===== src/source/cluster_bus_pkg.sv =====
package cluster_bus_pkg;

  // port counts of the cluster bus
  localparam int NB_INIT    = 4;
  localparam int NB_TARGET  = 3;
  localparam int TGT_IDX_W  = 2;
  localparam int INIT_IDX_W = 2;

  // bus word sizes
  localparam int ADDR_W = 32;
  localparam int DATA_W = 32;

  // address map of one cluster
  localparam logic [ADDR_W-1:0] BASE_ADDR     = 32'h1000_0000;
  // each cluster id steps the base by 4 MiB
  localparam int                CLUSTER_SHIFT = 22;
  localparam logic [ADDR_W-1:0] TCDM_SIZE     = 32'h0002_0000;
  localparam logic [ADDR_W-1:0] PERIPH_OFFSET = 32'h0020_0000;
  localparam logic [ADDR_W-1:0] EXT_OFFSET    = 32'h0040_0000;

  // target indices
  localparam logic [TGT_IDX_W-1:0] TGT_TCDM   = 2'd0;
  localparam logic [TGT_IDX_W-1:0] TGT_PERIPH = 2'd1;
  localparam logic [TGT_IDX_W-1:0] TGT_EXT    = 2'd2;

  // one address word, seen raw for range compares
  // or split into its cluster fields
  typedef union packed {
    logic [ADDR_W-1:0] raw;
    struct packed {
      // top nibble of the cluster region
      logic [3:0]               region_tag;
      logic [5:0]               cluster_id;
      // offset inside the 4 MiB cluster space
      logic [CLUSTER_SHIFT-1:0] offset;
    } fld;
  } cluster_addr_u;

endpackage

===== src/source/cluster_bus_top.sv =====
`timescale 1ns/1ps

module cluster_bus_top (
  input  logic                                                               clk_i,
  input  logic                                                               rst_n_i,
  input  logic [5:0]                                                         cluster_id_i,
  // initiators: data, instruction, DMA, external
  input  logic [cluster_bus_pkg::NB_INIT-1:0]                                init_req_i,
  input  logic [cluster_bus_pkg::NB_INIT-1:0][cluster_bus_pkg::ADDR_W-1:0]    init_addr_i,
  input  logic [cluster_bus_pkg::NB_INIT-1:0]                                init_we_i,
  input  logic [cluster_bus_pkg::NB_INIT-1:0][cluster_bus_pkg::DATA_W-1:0]    init_wdata_i,
  output logic [cluster_bus_pkg::NB_INIT-1:0]                                init_gnt_o,
  output logic [cluster_bus_pkg::NB_INIT-1:0]                                init_rsp_valid_o,
  output logic [cluster_bus_pkg::NB_INIT-1:0][cluster_bus_pkg::DATA_W-1:0]    init_rdata_o,
  output logic [cluster_bus_pkg::NB_INIT-1:0]                                init_err_o,
  // targets: TCDM, peripherals, external
  output logic [cluster_bus_pkg::NB_TARGET-1:0]                              tgt_req_o,
  output logic [cluster_bus_pkg::NB_TARGET-1:0][cluster_bus_pkg::ADDR_W-1:0]  tgt_addr_o,
  output logic [cluster_bus_pkg::NB_TARGET-1:0]                              tgt_we_o,
  output logic [cluster_bus_pkg::NB_TARGET-1:0][cluster_bus_pkg::DATA_W-1:0]  tgt_wdata_o,
  input  logic [cluster_bus_pkg::NB_TARGET-1:0]                              tgt_gnt_i,
  input  logic [cluster_bus_pkg::NB_TARGET-1:0]                              tgt_rsp_valid_i,
  input  logic [cluster_bus_pkg::NB_TARGET-1:0][cluster_bus_pkg::DATA_W-1:0]  tgt_rdata_i
);

  // decoded target and miss flag per initiator
  logic [cluster_bus_pkg::NB_INIT-1:0][cluster_bus_pkg::TGT_IDX_W-1:0]    init_tgt;
  logic [cluster_bus_pkg::NB_INIT-1:0]                                   init_miss;
  // current owner of each target
  logic [cluster_bus_pkg::NB_TARGET-1:0][cluster_bus_pkg::INIT_IDX_W-1:0] tgt_owner;
  // grants for requests that hit a target
  logic [cluster_bus_pkg::NB_INIT-1:0]                                   hit_gnt;

  cluster_addr_decode i_addr_decode (
    .cluster_id_i ( cluster_id_i ),
    .init_addr_i  ( init_addr_i  ),
    .init_tgt_o   ( init_tgt     ),
    .init_miss_o  ( init_miss    )
  );

  cluster_target_arbiter i_target_arbiter (
    .clk_i           ( clk_i           ),
    .rst_n_i         ( rst_n_i         ),
    .init_req_i      ( init_req_i      ),
    .init_tgt_i      ( init_tgt        ),
    .init_miss_i     ( init_miss       ),
    .init_addr_i     ( init_addr_i     ),
    .init_we_i       ( init_we_i       ),
    .init_wdata_i    ( init_wdata_i    ),
    .tgt_gnt_i       ( tgt_gnt_i       ),
    .tgt_rsp_valid_i ( tgt_rsp_valid_i ),
    .tgt_req_o       ( tgt_req_o       ),
    .tgt_addr_o      ( tgt_addr_o      ),
    .tgt_we_o        ( tgt_we_o        ),
    .tgt_wdata_o     ( tgt_wdata_o     ),
    .tgt_owner_o     ( tgt_owner       ),
    .init_gnt_o      ( hit_gnt         )
  );

  cluster_resp_router i_resp_router (
    .clk_i            ( clk_i            ),
    .rst_n_i          ( rst_n_i          ),
    .init_req_i       ( init_req_i       ),
    .init_miss_i      ( init_miss        ),
    .tgt_owner_i      ( tgt_owner        ),
    .tgt_rsp_valid_i  ( tgt_rsp_valid_i  ),
    .tgt_rdata_i      ( tgt_rdata_i      ),
    .hit_gnt_i        ( hit_gnt          ),
    .init_gnt_o       ( init_gnt_o       ),
    .init_rsp_valid_o ( init_rsp_valid_o ),
    .init_rdata_o     ( init_rdata_o     ),
    .init_err_o       ( init_err_o       )
  );

endmodule


===== src/source/cluster_resp_router.sv =====
`timescale 1ns/1ps

module cluster_resp_router (
  input  logic                                                                  clk_i,
  input  logic                                                                  rst_n_i,
  input  logic [cluster_bus_pkg::NB_INIT-1:0]                                   init_req_i,
  input  logic [cluster_bus_pkg::NB_INIT-1:0]                                   init_miss_i,
  input  logic [cluster_bus_pkg::NB_TARGET-1:0][cluster_bus_pkg::INIT_IDX_W-1:0] tgt_owner_i,
  input  logic [cluster_bus_pkg::NB_TARGET-1:0]                                 tgt_rsp_valid_i,
  input  logic [cluster_bus_pkg::NB_TARGET-1:0][cluster_bus_pkg::DATA_W-1:0]     tgt_rdata_i,
  input  logic [cluster_bus_pkg::NB_INIT-1:0]                                   hit_gnt_i,
  output logic [cluster_bus_pkg::NB_INIT-1:0]                                   init_gnt_o,
  output logic [cluster_bus_pkg::NB_INIT-1:0]                                   init_rsp_valid_o,
  output logic [cluster_bus_pkg::NB_INIT-1:0][cluster_bus_pkg::DATA_W-1:0]       init_rdata_o,
  output logic [cluster_bus_pkg::NB_INIT-1:0]                                   init_err_o
);

  // decode error state per initiator
  // first the grant stage, then the error response stage
  logic [cluster_bus_pkg::NB_INIT-1:0] miss_gnt_q;
  logic [cluster_bus_pkg::NB_INIT-1:0] miss_rsp_q;
  // a miss request that starts a new error sequence
  logic [cluster_bus_pkg::NB_INIT-1:0] miss_start;

  // no new sequence while one is still running for that initiator
  assign miss_start = init_req_i & init_miss_i & ~miss_gnt_q & ~miss_rsp_q;

  always_ff @(posedge clk_i or negedge rst_n_i) begin
    if (!rst_n_i) begin
      miss_gnt_q <= '0;
      miss_rsp_q <= '0;
    end else begin
      // grant one cycle after the miss is seen
      miss_gnt_q <= miss_start;
      // error response one cycle after that grant
      miss_rsp_q <= miss_gnt_q;
    end
  end

  // hit grants from the arbiter merged with the miss grants
  assign init_gnt_o = hit_gnt_i | miss_gnt_q;

  // steer target responses to their owners
  // one outstanding request per initiator keeps this free of collisions
  always_comb begin
    init_rsp_valid_o = miss_rsp_q;
    init_err_o       = miss_rsp_q;
    // miss responses carry zero data
    init_rdata_o     = '0;
    for (int t = 0; t < cluster_bus_pkg::NB_TARGET; t++) begin
      if (tgt_rsp_valid_i[t]) begin
        init_rsp_valid_o[tgt_owner_i[t]] = 1'b1;
        init_rdata_o[tgt_owner_i[t]]     = tgt_rdata_i[t];
      end
    end
  end

endmodule


===== src/source/cluster_target_arbiter.sv =====
`timescale 1ns/1ps

module cluster_target_arbiter (
  input  logic                                                               clk_i,
  input  logic                                                               rst_n_i,
  input  logic [cluster_bus_pkg::NB_INIT-1:0]                                init_req_i,
  input  logic [cluster_bus_pkg::NB_INIT-1:0][cluster_bus_pkg::TGT_IDX_W-1:0] init_tgt_i,
  input  logic [cluster_bus_pkg::NB_INIT-1:0]                                init_miss_i,
  input  logic [cluster_bus_pkg::NB_INIT-1:0][cluster_bus_pkg::ADDR_W-1:0]    init_addr_i,
  input  logic [cluster_bus_pkg::NB_INIT-1:0]                                init_we_i,
  input  logic [cluster_bus_pkg::NB_INIT-1:0][cluster_bus_pkg::DATA_W-1:0]    init_wdata_i,
  input  logic [cluster_bus_pkg::NB_TARGET-1:0]                              tgt_gnt_i,
  input  logic [cluster_bus_pkg::NB_TARGET-1:0]                              tgt_rsp_valid_i,
  output logic [cluster_bus_pkg::NB_TARGET-1:0]                              tgt_req_o,
  output logic [cluster_bus_pkg::NB_TARGET-1:0][cluster_bus_pkg::ADDR_W-1:0]  tgt_addr_o,
  output logic [cluster_bus_pkg::NB_TARGET-1:0]                              tgt_we_o,
  output logic [cluster_bus_pkg::NB_TARGET-1:0][cluster_bus_pkg::DATA_W-1:0]  tgt_wdata_o,
  output logic [cluster_bus_pkg::NB_TARGET-1:0][cluster_bus_pkg::INIT_IDX_W-1:0] tgt_owner_o,
  output logic [cluster_bus_pkg::NB_INIT-1:0]                                init_gnt_o
);

  // control state per target
  logic [cluster_bus_pkg::NB_TARGET-1:0]                                 owned_q;
  logic [cluster_bus_pkg::NB_TARGET-1:0]                                 req_q;
  logic [cluster_bus_pkg::NB_TARGET-1:0][cluster_bus_pkg::INIT_IDX_W-1:0] owner_q;
  logic [cluster_bus_pkg::NB_TARGET-1:0][cluster_bus_pkg::INIT_IDX_W-1:0] rr_ptr_q;
  // initiator already owns a target and waits for its response
  logic [cluster_bus_pkg::NB_INIT-1:0]                                   pending_q;
  // latched request payload
  logic [cluster_bus_pkg::NB_TARGET-1:0][cluster_bus_pkg::ADDR_W-1:0]     addr_q;
  logic [cluster_bus_pkg::NB_TARGET-1:0]                                 we_q;
  logic [cluster_bus_pkg::NB_TARGET-1:0][cluster_bus_pkg::DATA_W-1:0]     wdata_q;
  // arbitration candidates and winners
  logic [cluster_bus_pkg::NB_TARGET-1:0][cluster_bus_pkg::NB_INIT-1:0]    cand;
  logic [cluster_bus_pkg::NB_TARGET-1:0]                                 win_valid;
  logic [cluster_bus_pkg::NB_TARGET-1:0][cluster_bus_pkg::INIT_IDX_W-1:0] win_idx;

  // hit requests for each target from initiators not yet served
  always_comb begin
    for (int t = 0; t < cluster_bus_pkg::NB_TARGET; t++) begin
      for (int i = 0; i < cluster_bus_pkg::NB_INIT; i++) begin
        cand[t][i] = init_req_i[i] && !init_miss_i[i] && !pending_q[i] &&
                     (init_tgt_i[i] == t[cluster_bus_pkg::TGT_IDX_W-1:0]);
      end
    end
  end

  // round robin search, starting at the pointer and wrapping
  always_comb begin
    logic [cluster_bus_pkg::INIT_IDX_W-1:0] idx_v;
    win_valid = '0;
    win_idx   = '0;
    for (int t = 0; t < cluster_bus_pkg::NB_TARGET; t++) begin
      idx_v = rr_ptr_q[t];
      for (int k = 0; k < cluster_bus_pkg::NB_INIT; k++) begin
        if (!win_valid[t] && cand[t][idx_v]) begin
          win_valid[t] = 1'b1;
          win_idx[t]   = idx_v;
        end
        idx_v = idx_v + 1'b1;
      end
    end
  end

  always_ff @(posedge clk_i or negedge rst_n_i) begin
    if (!rst_n_i) begin
      owned_q   <= '0;
      req_q     <= '0;
      owner_q   <= '0;
      rr_ptr_q  <= '0;
      pending_q <= '0;
    end else begin
      for (int t = 0; t < cluster_bus_pkg::NB_TARGET; t++) begin
        if (owned_q[t]) begin
          // request leaves the target side once it is granted
          if (req_q[t] && tgt_gnt_i[t]) begin
            req_q[t] <= 1'b0;
          end
          // response frees the target, next search starts after the winner
          if (tgt_rsp_valid_i[t]) begin
            owned_q[t]            <= 1'b0;
            pending_q[owner_q[t]] <= 1'b0;
            rr_ptr_q[t]           <= owner_q[t] + 1'b1;
          end
        end else if (win_valid[t]) begin
          owned_q[t]            <= 1'b1;
          req_q[t]              <= 1'b1;
          owner_q[t]            <= win_idx[t];
          pending_q[win_idx[t]] <= 1'b1;
        end
      end
    end
  end

  // payload of the winner, held while the target is owned
  always_ff @(posedge clk_i) begin
    for (int t = 0; t < cluster_bus_pkg::NB_TARGET; t++) begin
      if (!owned_q[t] && win_valid[t]) begin
        addr_q[t]  <= init_addr_i[win_idx[t]];
        we_q[t]    <= init_we_i[win_idx[t]];
        wdata_q[t] <= init_wdata_i[win_idx[t]];
      end
    end
  end

  // target grant goes straight back to the owner
  always_comb begin
    init_gnt_o = '0;
    for (int t = 0; t < cluster_bus_pkg::NB_TARGET; t++) begin
      if (req_q[t] && tgt_gnt_i[t]) begin
        init_gnt_o[owner_q[t]] = 1'b1;
      end
    end
  end

  assign tgt_req_o   = req_q;
  assign tgt_addr_o  = addr_q;
  assign tgt_we_o    = we_q;
  assign tgt_wdata_o = wdata_q;
  assign tgt_owner_o = owner_q;

endmodule


===== src/source/cluster_addr_decode.sv =====
`timescale 1ns/1ps

module cluster_addr_decode (
  input  logic [5:0]                                                   cluster_id_i,
  input  logic [cluster_bus_pkg::NB_INIT-1:0][cluster_bus_pkg::ADDR_W-1:0] init_addr_i,
  output logic [cluster_bus_pkg::NB_INIT-1:0][cluster_bus_pkg::TGT_IDX_W-1:0] init_tgt_o,
  output logic [cluster_bus_pkg::NB_INIT-1:0]                          init_miss_o
);

  // cluster id widened to the address width
  logic [cluster_bus_pkg::ADDR_W-1:0] cluster_id_ext;
  // base of this cluster, shared by all initiators
  cluster_bus_pkg::cluster_addr_u     base_u;
  // first address routed to the external target
  logic [cluster_bus_pkg::ADDR_W-1:0] ext_start;

  assign cluster_id_ext = {{(cluster_bus_pkg::ADDR_W - $bits(cluster_id_i)){1'b0}}, cluster_id_i};
  assign base_u.raw = cluster_bus_pkg::BASE_ADDR +
                      (cluster_id_ext << cluster_bus_pkg::CLUSTER_SHIFT);
  assign ext_start  = base_u.raw + cluster_bus_pkg::EXT_OFFSET;

  always_comb begin
    cluster_bus_pkg::cluster_addr_u     addr_v;
    logic [cluster_bus_pkg::ADDR_W-1:0] offset_v;
    logic                               in_cluster_v;
    init_tgt_o  = '0;
    init_miss_o = '0;
    for (int i = 0; i < cluster_bus_pkg::NB_INIT; i++) begin
      addr_v   = init_addr_i[i];
      // offset inside the cluster, zero extended for the window compares
      offset_v = {{(cluster_bus_pkg::ADDR_W - cluster_bus_pkg::CLUSTER_SHIFT){1'b0}},
                  addr_v.fld.offset};
      // address lies in the 4 MiB space of this cluster
      in_cluster_v = (addr_v.fld.region_tag == base_u.fld.region_tag) &&
                     (addr_v.fld.cluster_id == base_u.fld.cluster_id);
      if (in_cluster_v && (offset_v < cluster_bus_pkg::TCDM_SIZE)) begin
        init_tgt_o[i] = cluster_bus_pkg::TGT_TCDM;
      end else if (in_cluster_v && (offset_v >= cluster_bus_pkg::PERIPH_OFFSET) &&
                   (offset_v < cluster_bus_pkg::EXT_OFFSET)) begin
        init_tgt_o[i] = cluster_bus_pkg::TGT_PERIPH;
      end else if (addr_v.raw >= ext_start) begin
        // everything above the cluster goes out, up to the top of the map
        init_tgt_o[i] = cluster_bus_pkg::TGT_EXT;
      end else begin
        // below the base or in the hole after TCDM
        init_miss_o[i] = 1'b1;
      end
    end
  end

endmodule


===== config.mk =====
export PLATFORM = sky130hd
export DESIGN_NAME = cluster_bus_top
export DESIGN_NICKNAME = d
export VERILOG_FILES = /design/src/source/cluster_bus_pkg.sv /design/src/source/cluster_bus_top.sv /design/src/source/cluster_resp_router.sv /design/src/source/cluster_target_arbiter.sv /design/src/source/cluster_addr_decode.sv
export SDC_FILE = /design/constraint.sdc
export NUM_CORES = 1
export LEC_CHECK = 0
export BUFFER_PORTS_ARGS = -buffer_cell sky130_fd_sc_hd__buf_2
export CAP_MARGIN = 10
export CORE_AREA = 2 2 277 279
export DETAILED_ROUTE_END_ITERATION = 8
export DIE_AREA = 0 0 279 281
export PLACE_DENSITY_LB_ADDON = 0.15
export SYNTH_ARGS = -nofsm -noshare
export SYNTH_HDL_FRONTEND = slang
export SYNTH_SLANG_ARGS = --single-unit

===== constraint.sdc =====
create_clock -name clk_i -period 8.97 [get_ports clk_i]
set_clock_uncertainty 0.2 [all_clocks]
set_input_delay 0 -clock clk_i [delete_from_list [all_inputs] [get_ports clk_i]]
set_output_delay 0 -clock clk_i [all_outputs]
set_load 0.05 [all_outputs]

---- Word level (Yosys, flattened, before mapping) ----
Index checks and enable logic that the tools add are counted.
Widths: inputs -> output; s select.
operators by class
  reductions and logical operators ........ 89
  magnitude comparators ................... 36
  muxes and demuxes ....................... 146
  add/subtract/negate cells ............... 14
  equal/unequal tests ..................... 19
  bitwise logic cells ..................... 24
operator list
  operator                count
  $bmux 32 s2             6
  $mux 128                3
  $mux 32                 9
  $bwmux 128              2
  $demux 32 s2            3
  $and 128x128->128       1
  $ge 32x32->1            4
  $ge 22x22->1 const B    4
  $lt 22x18->1 const B    4
  $mux 1                  63
  $mux 4                  15
  $lt 2x3->1 const B      18
  $logic_and 1x1->1       53
  $mux 2                  24
  $or 4x4->4              9
  $add 32x23->32 const B  1
  $add 29x28->30 const A  1
  $bmux 1 s2              15
  $add 2x1->2 const B     12
  $and 4x4->4             6
  $eq 6x6->1              4
  $logic_not 1->1         20
  $not 4->4               5
  $reduce_and 2->1        9
  9 further kinds         37
storage, ports and cells
  word-level logic and storage cells ...... 350
  output and inout bits ................... 338
  input port bits ......................... 374
  register bits after elaboration ......... 225

---- Longest topological paths before layout ----
  depth in word-level cells ............... 35
  mapped depth ............................ 17
  gate-level depth less buffers ........... 12

---- By module ----
From an unflattened synthesis, not the netlist that was laid out.
second synthesis, totals
  cell total of the unflattened synthesis .. 1677
  area, all modules ....................... 17513.0 um2
modules (own cells, without submodules)
  module                  times used  cells each  sequential area each (um2)  area an instance (um2)
  cluster_target_arbiter  1           803         6406.1                      12519.5
  cluster_resp_router     1           672         200.2                       3462.1
  cluster_addr_decode     1           202         0.0                         1531.5

---- Least setup slack after synthesis ----
No wires, ideal clock.
  kind .................................... input -> register
  from .................................... in cluster_id_i[1]
  to ...................................... reg i_target_arbiter.addr_q (netlist bit i_target_arbiter.tgt_addr_o[64]) (enable)
  library setup time ...................... 460 ps
  stages on the path ...................... 13
  setup slack ............................. 4238 ps
  path buffers ............................ 3
  required time ........................... 8310 ps
  arrival time ............................ 4071 ps
  cell sequence ........................... buf_2 nand3_1 xor2_1 ha_1 nand2_1 nor4_1 nand4_1 a21oi_2 nand3_2 and2_1 buf_2 buf_2 a31oi_2
on the way
  word-level cells in the longest chain between the ends .. 23
  elaborated cells on any way between the ends .. 89
  classes of those cells .................. add/sub: 2; order compare: 4; eq/ne: 12; mux: 36; reduce/logical: 35
RTL lines
  item                                                      RTL line                                              text
  from (decl)                                               cluster_bus_top.sv:6                                  input logic [5:0] cluster_id_i,
  $add 29x28->30 *                                          cluster_addr_decode.sv:18                             assign base_u.raw = cluster_bus_pkg::BASE_ADDR +
  $add 32x23->32, or another cell as far along              cluster_addr_decode.sv:20                             assign ext_start = base_u.raw + cluster_bus_pkg::EXT_OFFSET;
  $ge 32x32->1 / $logic_and 1x1->1 (equally long branches)  cluster_addr_decode.sv:41, cluster_addr_decode.sv:34
  $mux 1 / $logic_and 1x1->1 (equally long branches)        cluster_addr_decode.sv:41, cluster_addr_decode.sv:38
  $mux 1                                                    cluster_addr_decode.sv:38                             end else if (in_cluster_v && (offset_v >= cluster_bus_pkg::PERIPH_OFFSET) &&
  $mux 1                                                    cluster_addr_decode.sv:36                             if (in_cluster_v && (offset_v < cluster_bus_pkg::TCDM_SIZE)) begin
  $logic_not 1->1                                           cluster_target_arbiter.sv:42                          cand[t][i] = init_req_i[i] && !init_miss_i[i] && !pending_q[i] &&
  $logic_and 1x1->1 (3 in series)                           cluster_target_arbiter.sv:42
  (+5 left out)                                             --
  $mux 1                                                    cluster_target_arbiter.sv:56                          if (!win_valid[t] && cand[t][idx_v]) begin
  $logic_not 1->1                                           cluster_target_arbiter.sv:56
  $logic_and 1x1->1                                         cluster_target_arbiter.sv:56
  $mux 1                                                    cluster_target_arbiter.sv:56
  $logic_not 1->1                                           cluster_target_arbiter.sv:56
  $logic_and 1x1->1                                         cluster_target_arbiter.sv:56
  $mux 1 *                                                  cluster_target_arbiter.sv:56
  $logic_and 1x1->1 *                                       cluster_target_arbiter.sv:98                          if (!owned_q[t] && win_valid[t]) begin
  to (signal, indexed assignment)                           cluster_target_arbiter.sv:99                          addr_q[t] <= init_addr_i[win_idx[t]];
  to (decl)                                                 cluster_target_arbiter.sv:30                          logic [cluster_bus_pkg::NB_TARGET-1:0][cluster_bus_pkg::ADDR_W-1:0] addr_q;
Every way passes the cells marked *; elsewhere a longest branch is shown, timed or not. The select of a mux whose other input is x is not followed.
A chain may end at the register's enable or synchronous reset.

---- Worst setup path after layout ----
  from .................................... reg i_target_arbiter.pending_q[1] (netlist bit)
  to ...................................... reg i_target_arbiter.addr_q (netlist bit i_target_arbiter.tgt_addr_o[25]) (data pin)
on the way
  word-level cells in the longest chain between the ends .. 17
  elaborated cells on any way between the ends .. 26
  classes of those cells .................. mux: 17; reduce/logical: 9
RTL lines
  item                               RTL line                      text
  from (decl)                        cluster_target_arbiter.sv:28  logic [cluster_bus_pkg::NB_INIT-1:0] pending_q;
  from (signal assigned)             cluster_target_arbiter.sv:71  pending_q <= '0;
  from (signal, indexed assignment)  cluster_target_arbiter.sv:82  pending_q[owner_q[t]] <= 1'b0;
  from (signal, indexed assignment)  cluster_target_arbiter.sv:89  pending_q[win_idx[t]] <= 1'b1;
  $logic_not 1->1 *                  cluster_target_arbiter.sv:42
  $logic_and 1x1->1 * (2 in series)  cluster_target_arbiter.sv:42
  $bmux 1 s2                         cluster_target_arbiter.sv:56
  $mux 1 (not written as such)       cluster_target_arbiter.sv:56
  $mux 1                             cluster_target_arbiter.sv:56
  $logic_not 1->1                    cluster_target_arbiter.sv:56
  $logic_and 1x1->1                  cluster_target_arbiter.sv:56
  $mux 1                             cluster_target_arbiter.sv:56
  $logic_not 1->1                    cluster_target_arbiter.sv:56
  $logic_and 1x1->1                  cluster_target_arbiter.sv:56
  $mux 1                             cluster_target_arbiter.sv:56
  $logic_not 1->1                    cluster_target_arbiter.sv:56
  $logic_and 1x1->1                  cluster_target_arbiter.sv:56
  $mux 2 *                           cluster_target_arbiter.sv:56
  $bmux 32 s2 *                      cluster_target_arbiter.sv:99
  $mux 32 (not written as such) *    cluster_target_arbiter.sv:99
Marks and branches as above.

==> impl_metrics.tcl <==
set metrics [dict create \
    finalWirelength_mm 108 \
    r2r_slack_ns 3.30 \
    max-slew-margin-rel_pct 24.6 \
    drive_above_1_share_pct 27.3 \
    cts_buffers 30 \
    track_usage_pct 26.2 \
    crit_path_max_incr_delay_ns 0.86 \
    p_switching_mw 2.81 \
    layout_commonest_cell "buf_2" \
    clock_sinks 225 \
    worstMarginPinSlew_ns 1.12 \
    grt-ovfl-total 0 \
    synth-edff-count 195 \
    die_x_um 279 \
    hp-class "input pin to flip-flop" \
    path_clk_slew_ns 0.06 \
    seq_area_frac_synth_pct 34.9 \
    drv_cap 0 \
    power.total_mw 5.87 \
    nNetsFinal 3546 \
    start_util_pct 25.1 \
    die_h_um 281 \
    portBuffers 711 \
    via_per_inst 5.54 \
    reg2reg_depth 10 \
    gp_routability_congestion 0.911 \
    hold_path_end "i_target_arbiter.tgt_owner_o[3]" \
    hold_viol 0 \
    ys_types 85 \
    grt_pass1_wl_mm 155 \
    cp-start-kind "flip-flop" \
    cpMaxStageDelayCell "buf_4" \
    drv_slew 0 \
    crit_family "buffers and inverters" \
    worst_hold_slack_ns 0.109 \
    synth.avg_cell_area_um2 8.88 \
    ir_drop_mv 0.138 \
    worstSetupEndpointType "flip-flop" \
    rsz0062_at_grt "no" \
    first_global_vias 22800 \
    cts_tree "done" \
    cp.required_ns 9.09 \
    crit_cells 10 \
    antenna_found_initial 19 \
    ios 712 \
    crit_fanout 64 \
    drt_first_iter_violations 1879 \
    row_count 101 \
    area_growth_pct 49.9 \
    intPower_mw 3.06 \
    holdCritStartpoint "init_addr_i[85]" \
    clockPowerShare_pct 20.3 \
    comb_power_share_pct 54.4 \
    route.detailed.drc 0 \
    cts_root_buffer "clkbuf_16" \
    worstPathBufferInverterCount 3 \
    p_per_area_nw_per_um2 207 \
    yosys_warnings 0 \
    worstPathCellList "or4b_1, or4_1, nor3_2, o221ai_1, nor2_4, buf_4, mux2i_1, dlygate4sd3_1, a21oi_1, dlygate4sd3_1" \
    vias 23000 \
    wire_per_inst_um 26.1 \
    htreeDepth 1 \
    synth-async-reset-ratio_pct 13.3 \
    switching_share_pct 47.8 \
    ys_ff_latch 225 \
    grt_max_degree 92 \
    max_freq_mhz 176 \
    r2r-end "i_target_arbiter.tgt_addr_o[25]" \
    fp.dieArea_um2 78400 \
    holdPathStages 6 \
    crit_top_cell "dlygate4sd3_1" \
    r2r-start "i_target_arbiter.pending_q[1]" \
    synthCells 2133 \
    dp_hpwl_mm 76.6 \
    setup_violations 0 \
    clockBufferDepth 3 \
    crit_type "flip-flop to flip-flop" \
    coreArea_um2 75400 \
    p_leak_nw 11.1 \
    status "completed" \
    cp.arrival_ns 5.79 \
    final_util_pct 37.6 \
    insertion_delay_ns 0.59 \
    synth_nets 2548 \
    setup_tns_ns 0 \
    drtPass1Iterations 7 \
    nFillCells 7770 \
    finalCritPeriodShare_pct 63.2 \
    ys.flop_type "edfxtp_1" \
    min_period_ns 5.67 \
    ant_nets 0 \
    seqPwrFrac_pct 25.3 \
    synth_area_um2 18900 \
    final_cell_mix "buf_2 (712), dlygate4sd3_1 (443), o21ai_0 (244)" \
]
synthesized netlist by cell type, types with 4 or more instances:
cell      number  area, µm²
and2_1        53        332
a211oi_1      93        698
or3_1          6       37.5
nand3b_1       4       30.0
o21a_1         6       45.0
nand3_1      103        515
buf_2         40        200
nor3_1        16       80.1
edfxtp_1     195       5860
nor2_1        46        173
inv_1         22       82.6
o211ai_1       4       30.0
nand4_1       17        106
buf_6         26        293
nor4_1        21        131
ha_1          41        513
buf_4         12       90.1
a32o_1         4       40.0
mux2i_1      118       1180
o21ai_0      244       1220
a21oi_1      126        631
and4_1         4       35.0
a22oi_1      133        998
nor3b_1        4       30.0
nand2_1      162        608
or4_1          6       45.0
xor2_1        17        149
and3_1        10       62.6
dfrtp_1       30        751
a31oi_1        4       25.0
a21o_1         8       60.1
o21ai_1       41        205
clkbuf_1     142        533
mux2_2        26        293
a21boi_0      65        488
nor2b_1       68        425
nand2b_1       8       50.1
xnor2_1        6       52.6
a32oi_1      130       1140
worst reg2reg max path, stage by stage (launching register included):
cell,delay (ns)
dfrtp_1,0.44
or4b_1,0.62
or4_1,0.47
nor3_2,0.30
o221ai_1,0.35
nor2_4,0.52
buf_4,0.87
mux2i_1,0.40
dlygate4sd3_1,0.58
a21oi_1,0.06
dlygate4sd3_1,0.59
how the worst max path moves through the flow:
stage | from | to
2_1_floorplan | cluster_id_i[1] | i_target_arbiter.tgt_addr_o[64]
3_3_place_gp | cluster_id_i[1] | i_target_arbiter.tgt_addr_o[88]
3_5_place_dp | cluster_id_i[2] | i_target_arbiter.tgt_addr_o[86]
4_1_cts | i_target_arbiter.pending_q[1] | i_target_arbiter.tgt_addr_o[11]
5_1_grt | i_target_arbiter.pending_q[1] | i_target_arbiter.tgt_wdata_o[32]
6_report | i_target_arbiter.pending_q[1] | i_target_arbiter.tgt_addr_o[25]
sequential cells by signal (all words and copies together) (netlist names):
name / flops
i_target_arbiter.owned_q: 3
i_resp_router.init_err_o: 4
i_target_arbiter.rr_ptr_q: 6
i_target_arbiter.tgt_owner_o: 6
i_target_arbiter.tgt_req_o: 3
i_target_arbiter.tgt_we_o: 3
i_resp_router.miss_gnt_q: 4
i_target_arbiter.pending_q: 4
i_target_arbiter.tgt_wdata_o: 96
i_target_arbiter.tgt_addr_o: 96
through the flow:
step / std cells / area, µm² / worst slack (ns)
after detailed placement: 3633 / 23000 / 3.42
after floorplan: 2133 / 18900 / 4.24
after CTS: 4131 / 28400 / 3.39
after global routing: 4143 / 28400 / 3.03
after global placement: 3632 / 23000 / 3.55
final: 4144 / 28400 / 3.30
area by class of cell:
cell class                 instances  area (µm²)  area share, %
clock inverter                     9        70.1          0.247
antenna                           13        32.5          0.115
tap                              978        1220           4.31
multi-input combinational       1663       11200           39.6
sequential                       225        6610           23.3
timing repair buffer            1189        8270           29.1
inverter                          22        86.3          0.304
clock buffer                      45         860           3.03
kinds of logic after synthesis:
logic type      count (synthesis)  synth area share, %
flops                         225                 34.9
simple gates                  561                 15.8
xor+xnor                       24                 1.21
compound gates                892                 31.2
mux                           144                 7.78
buf+inv                       245                 6.39
fa+ha+maj                      42                 2.76
power by group through the flow:
stage	registers (mW)	clock network [mW]	logic (mW)
global route	1.50	1.26	3.37
CTS	1.49	1.23	3.16
global placement	1.51	0	2.74
finish	1.49	1.19	3.19
floorplan	1.94	0	1.49
detailed placement	1.51	0	2.77
per-layer routing:
metal | wire, µm | vias to the layer above | GRT usage, % | part of all wire (%)
met5 | 37 | - | 0 | 0.034
met3 | 7110 | 186 | 3.67 | 6.6
met4 | 3620 | 6 | 8.93 | 3.3
met2 | 52100 | 1076 | 44.8 | 48
met1 | 45500 | 11400 | 33.7 | 42
li1 | - | 10300 | - | -
repair_timing:
item	in CTS	in global routing
endpoints found under the hold margin	245	0
hold buffers	444	0
gates resized for setup	0	0
buffers inserted	0	0
Power figures use the tool's default switching activity.
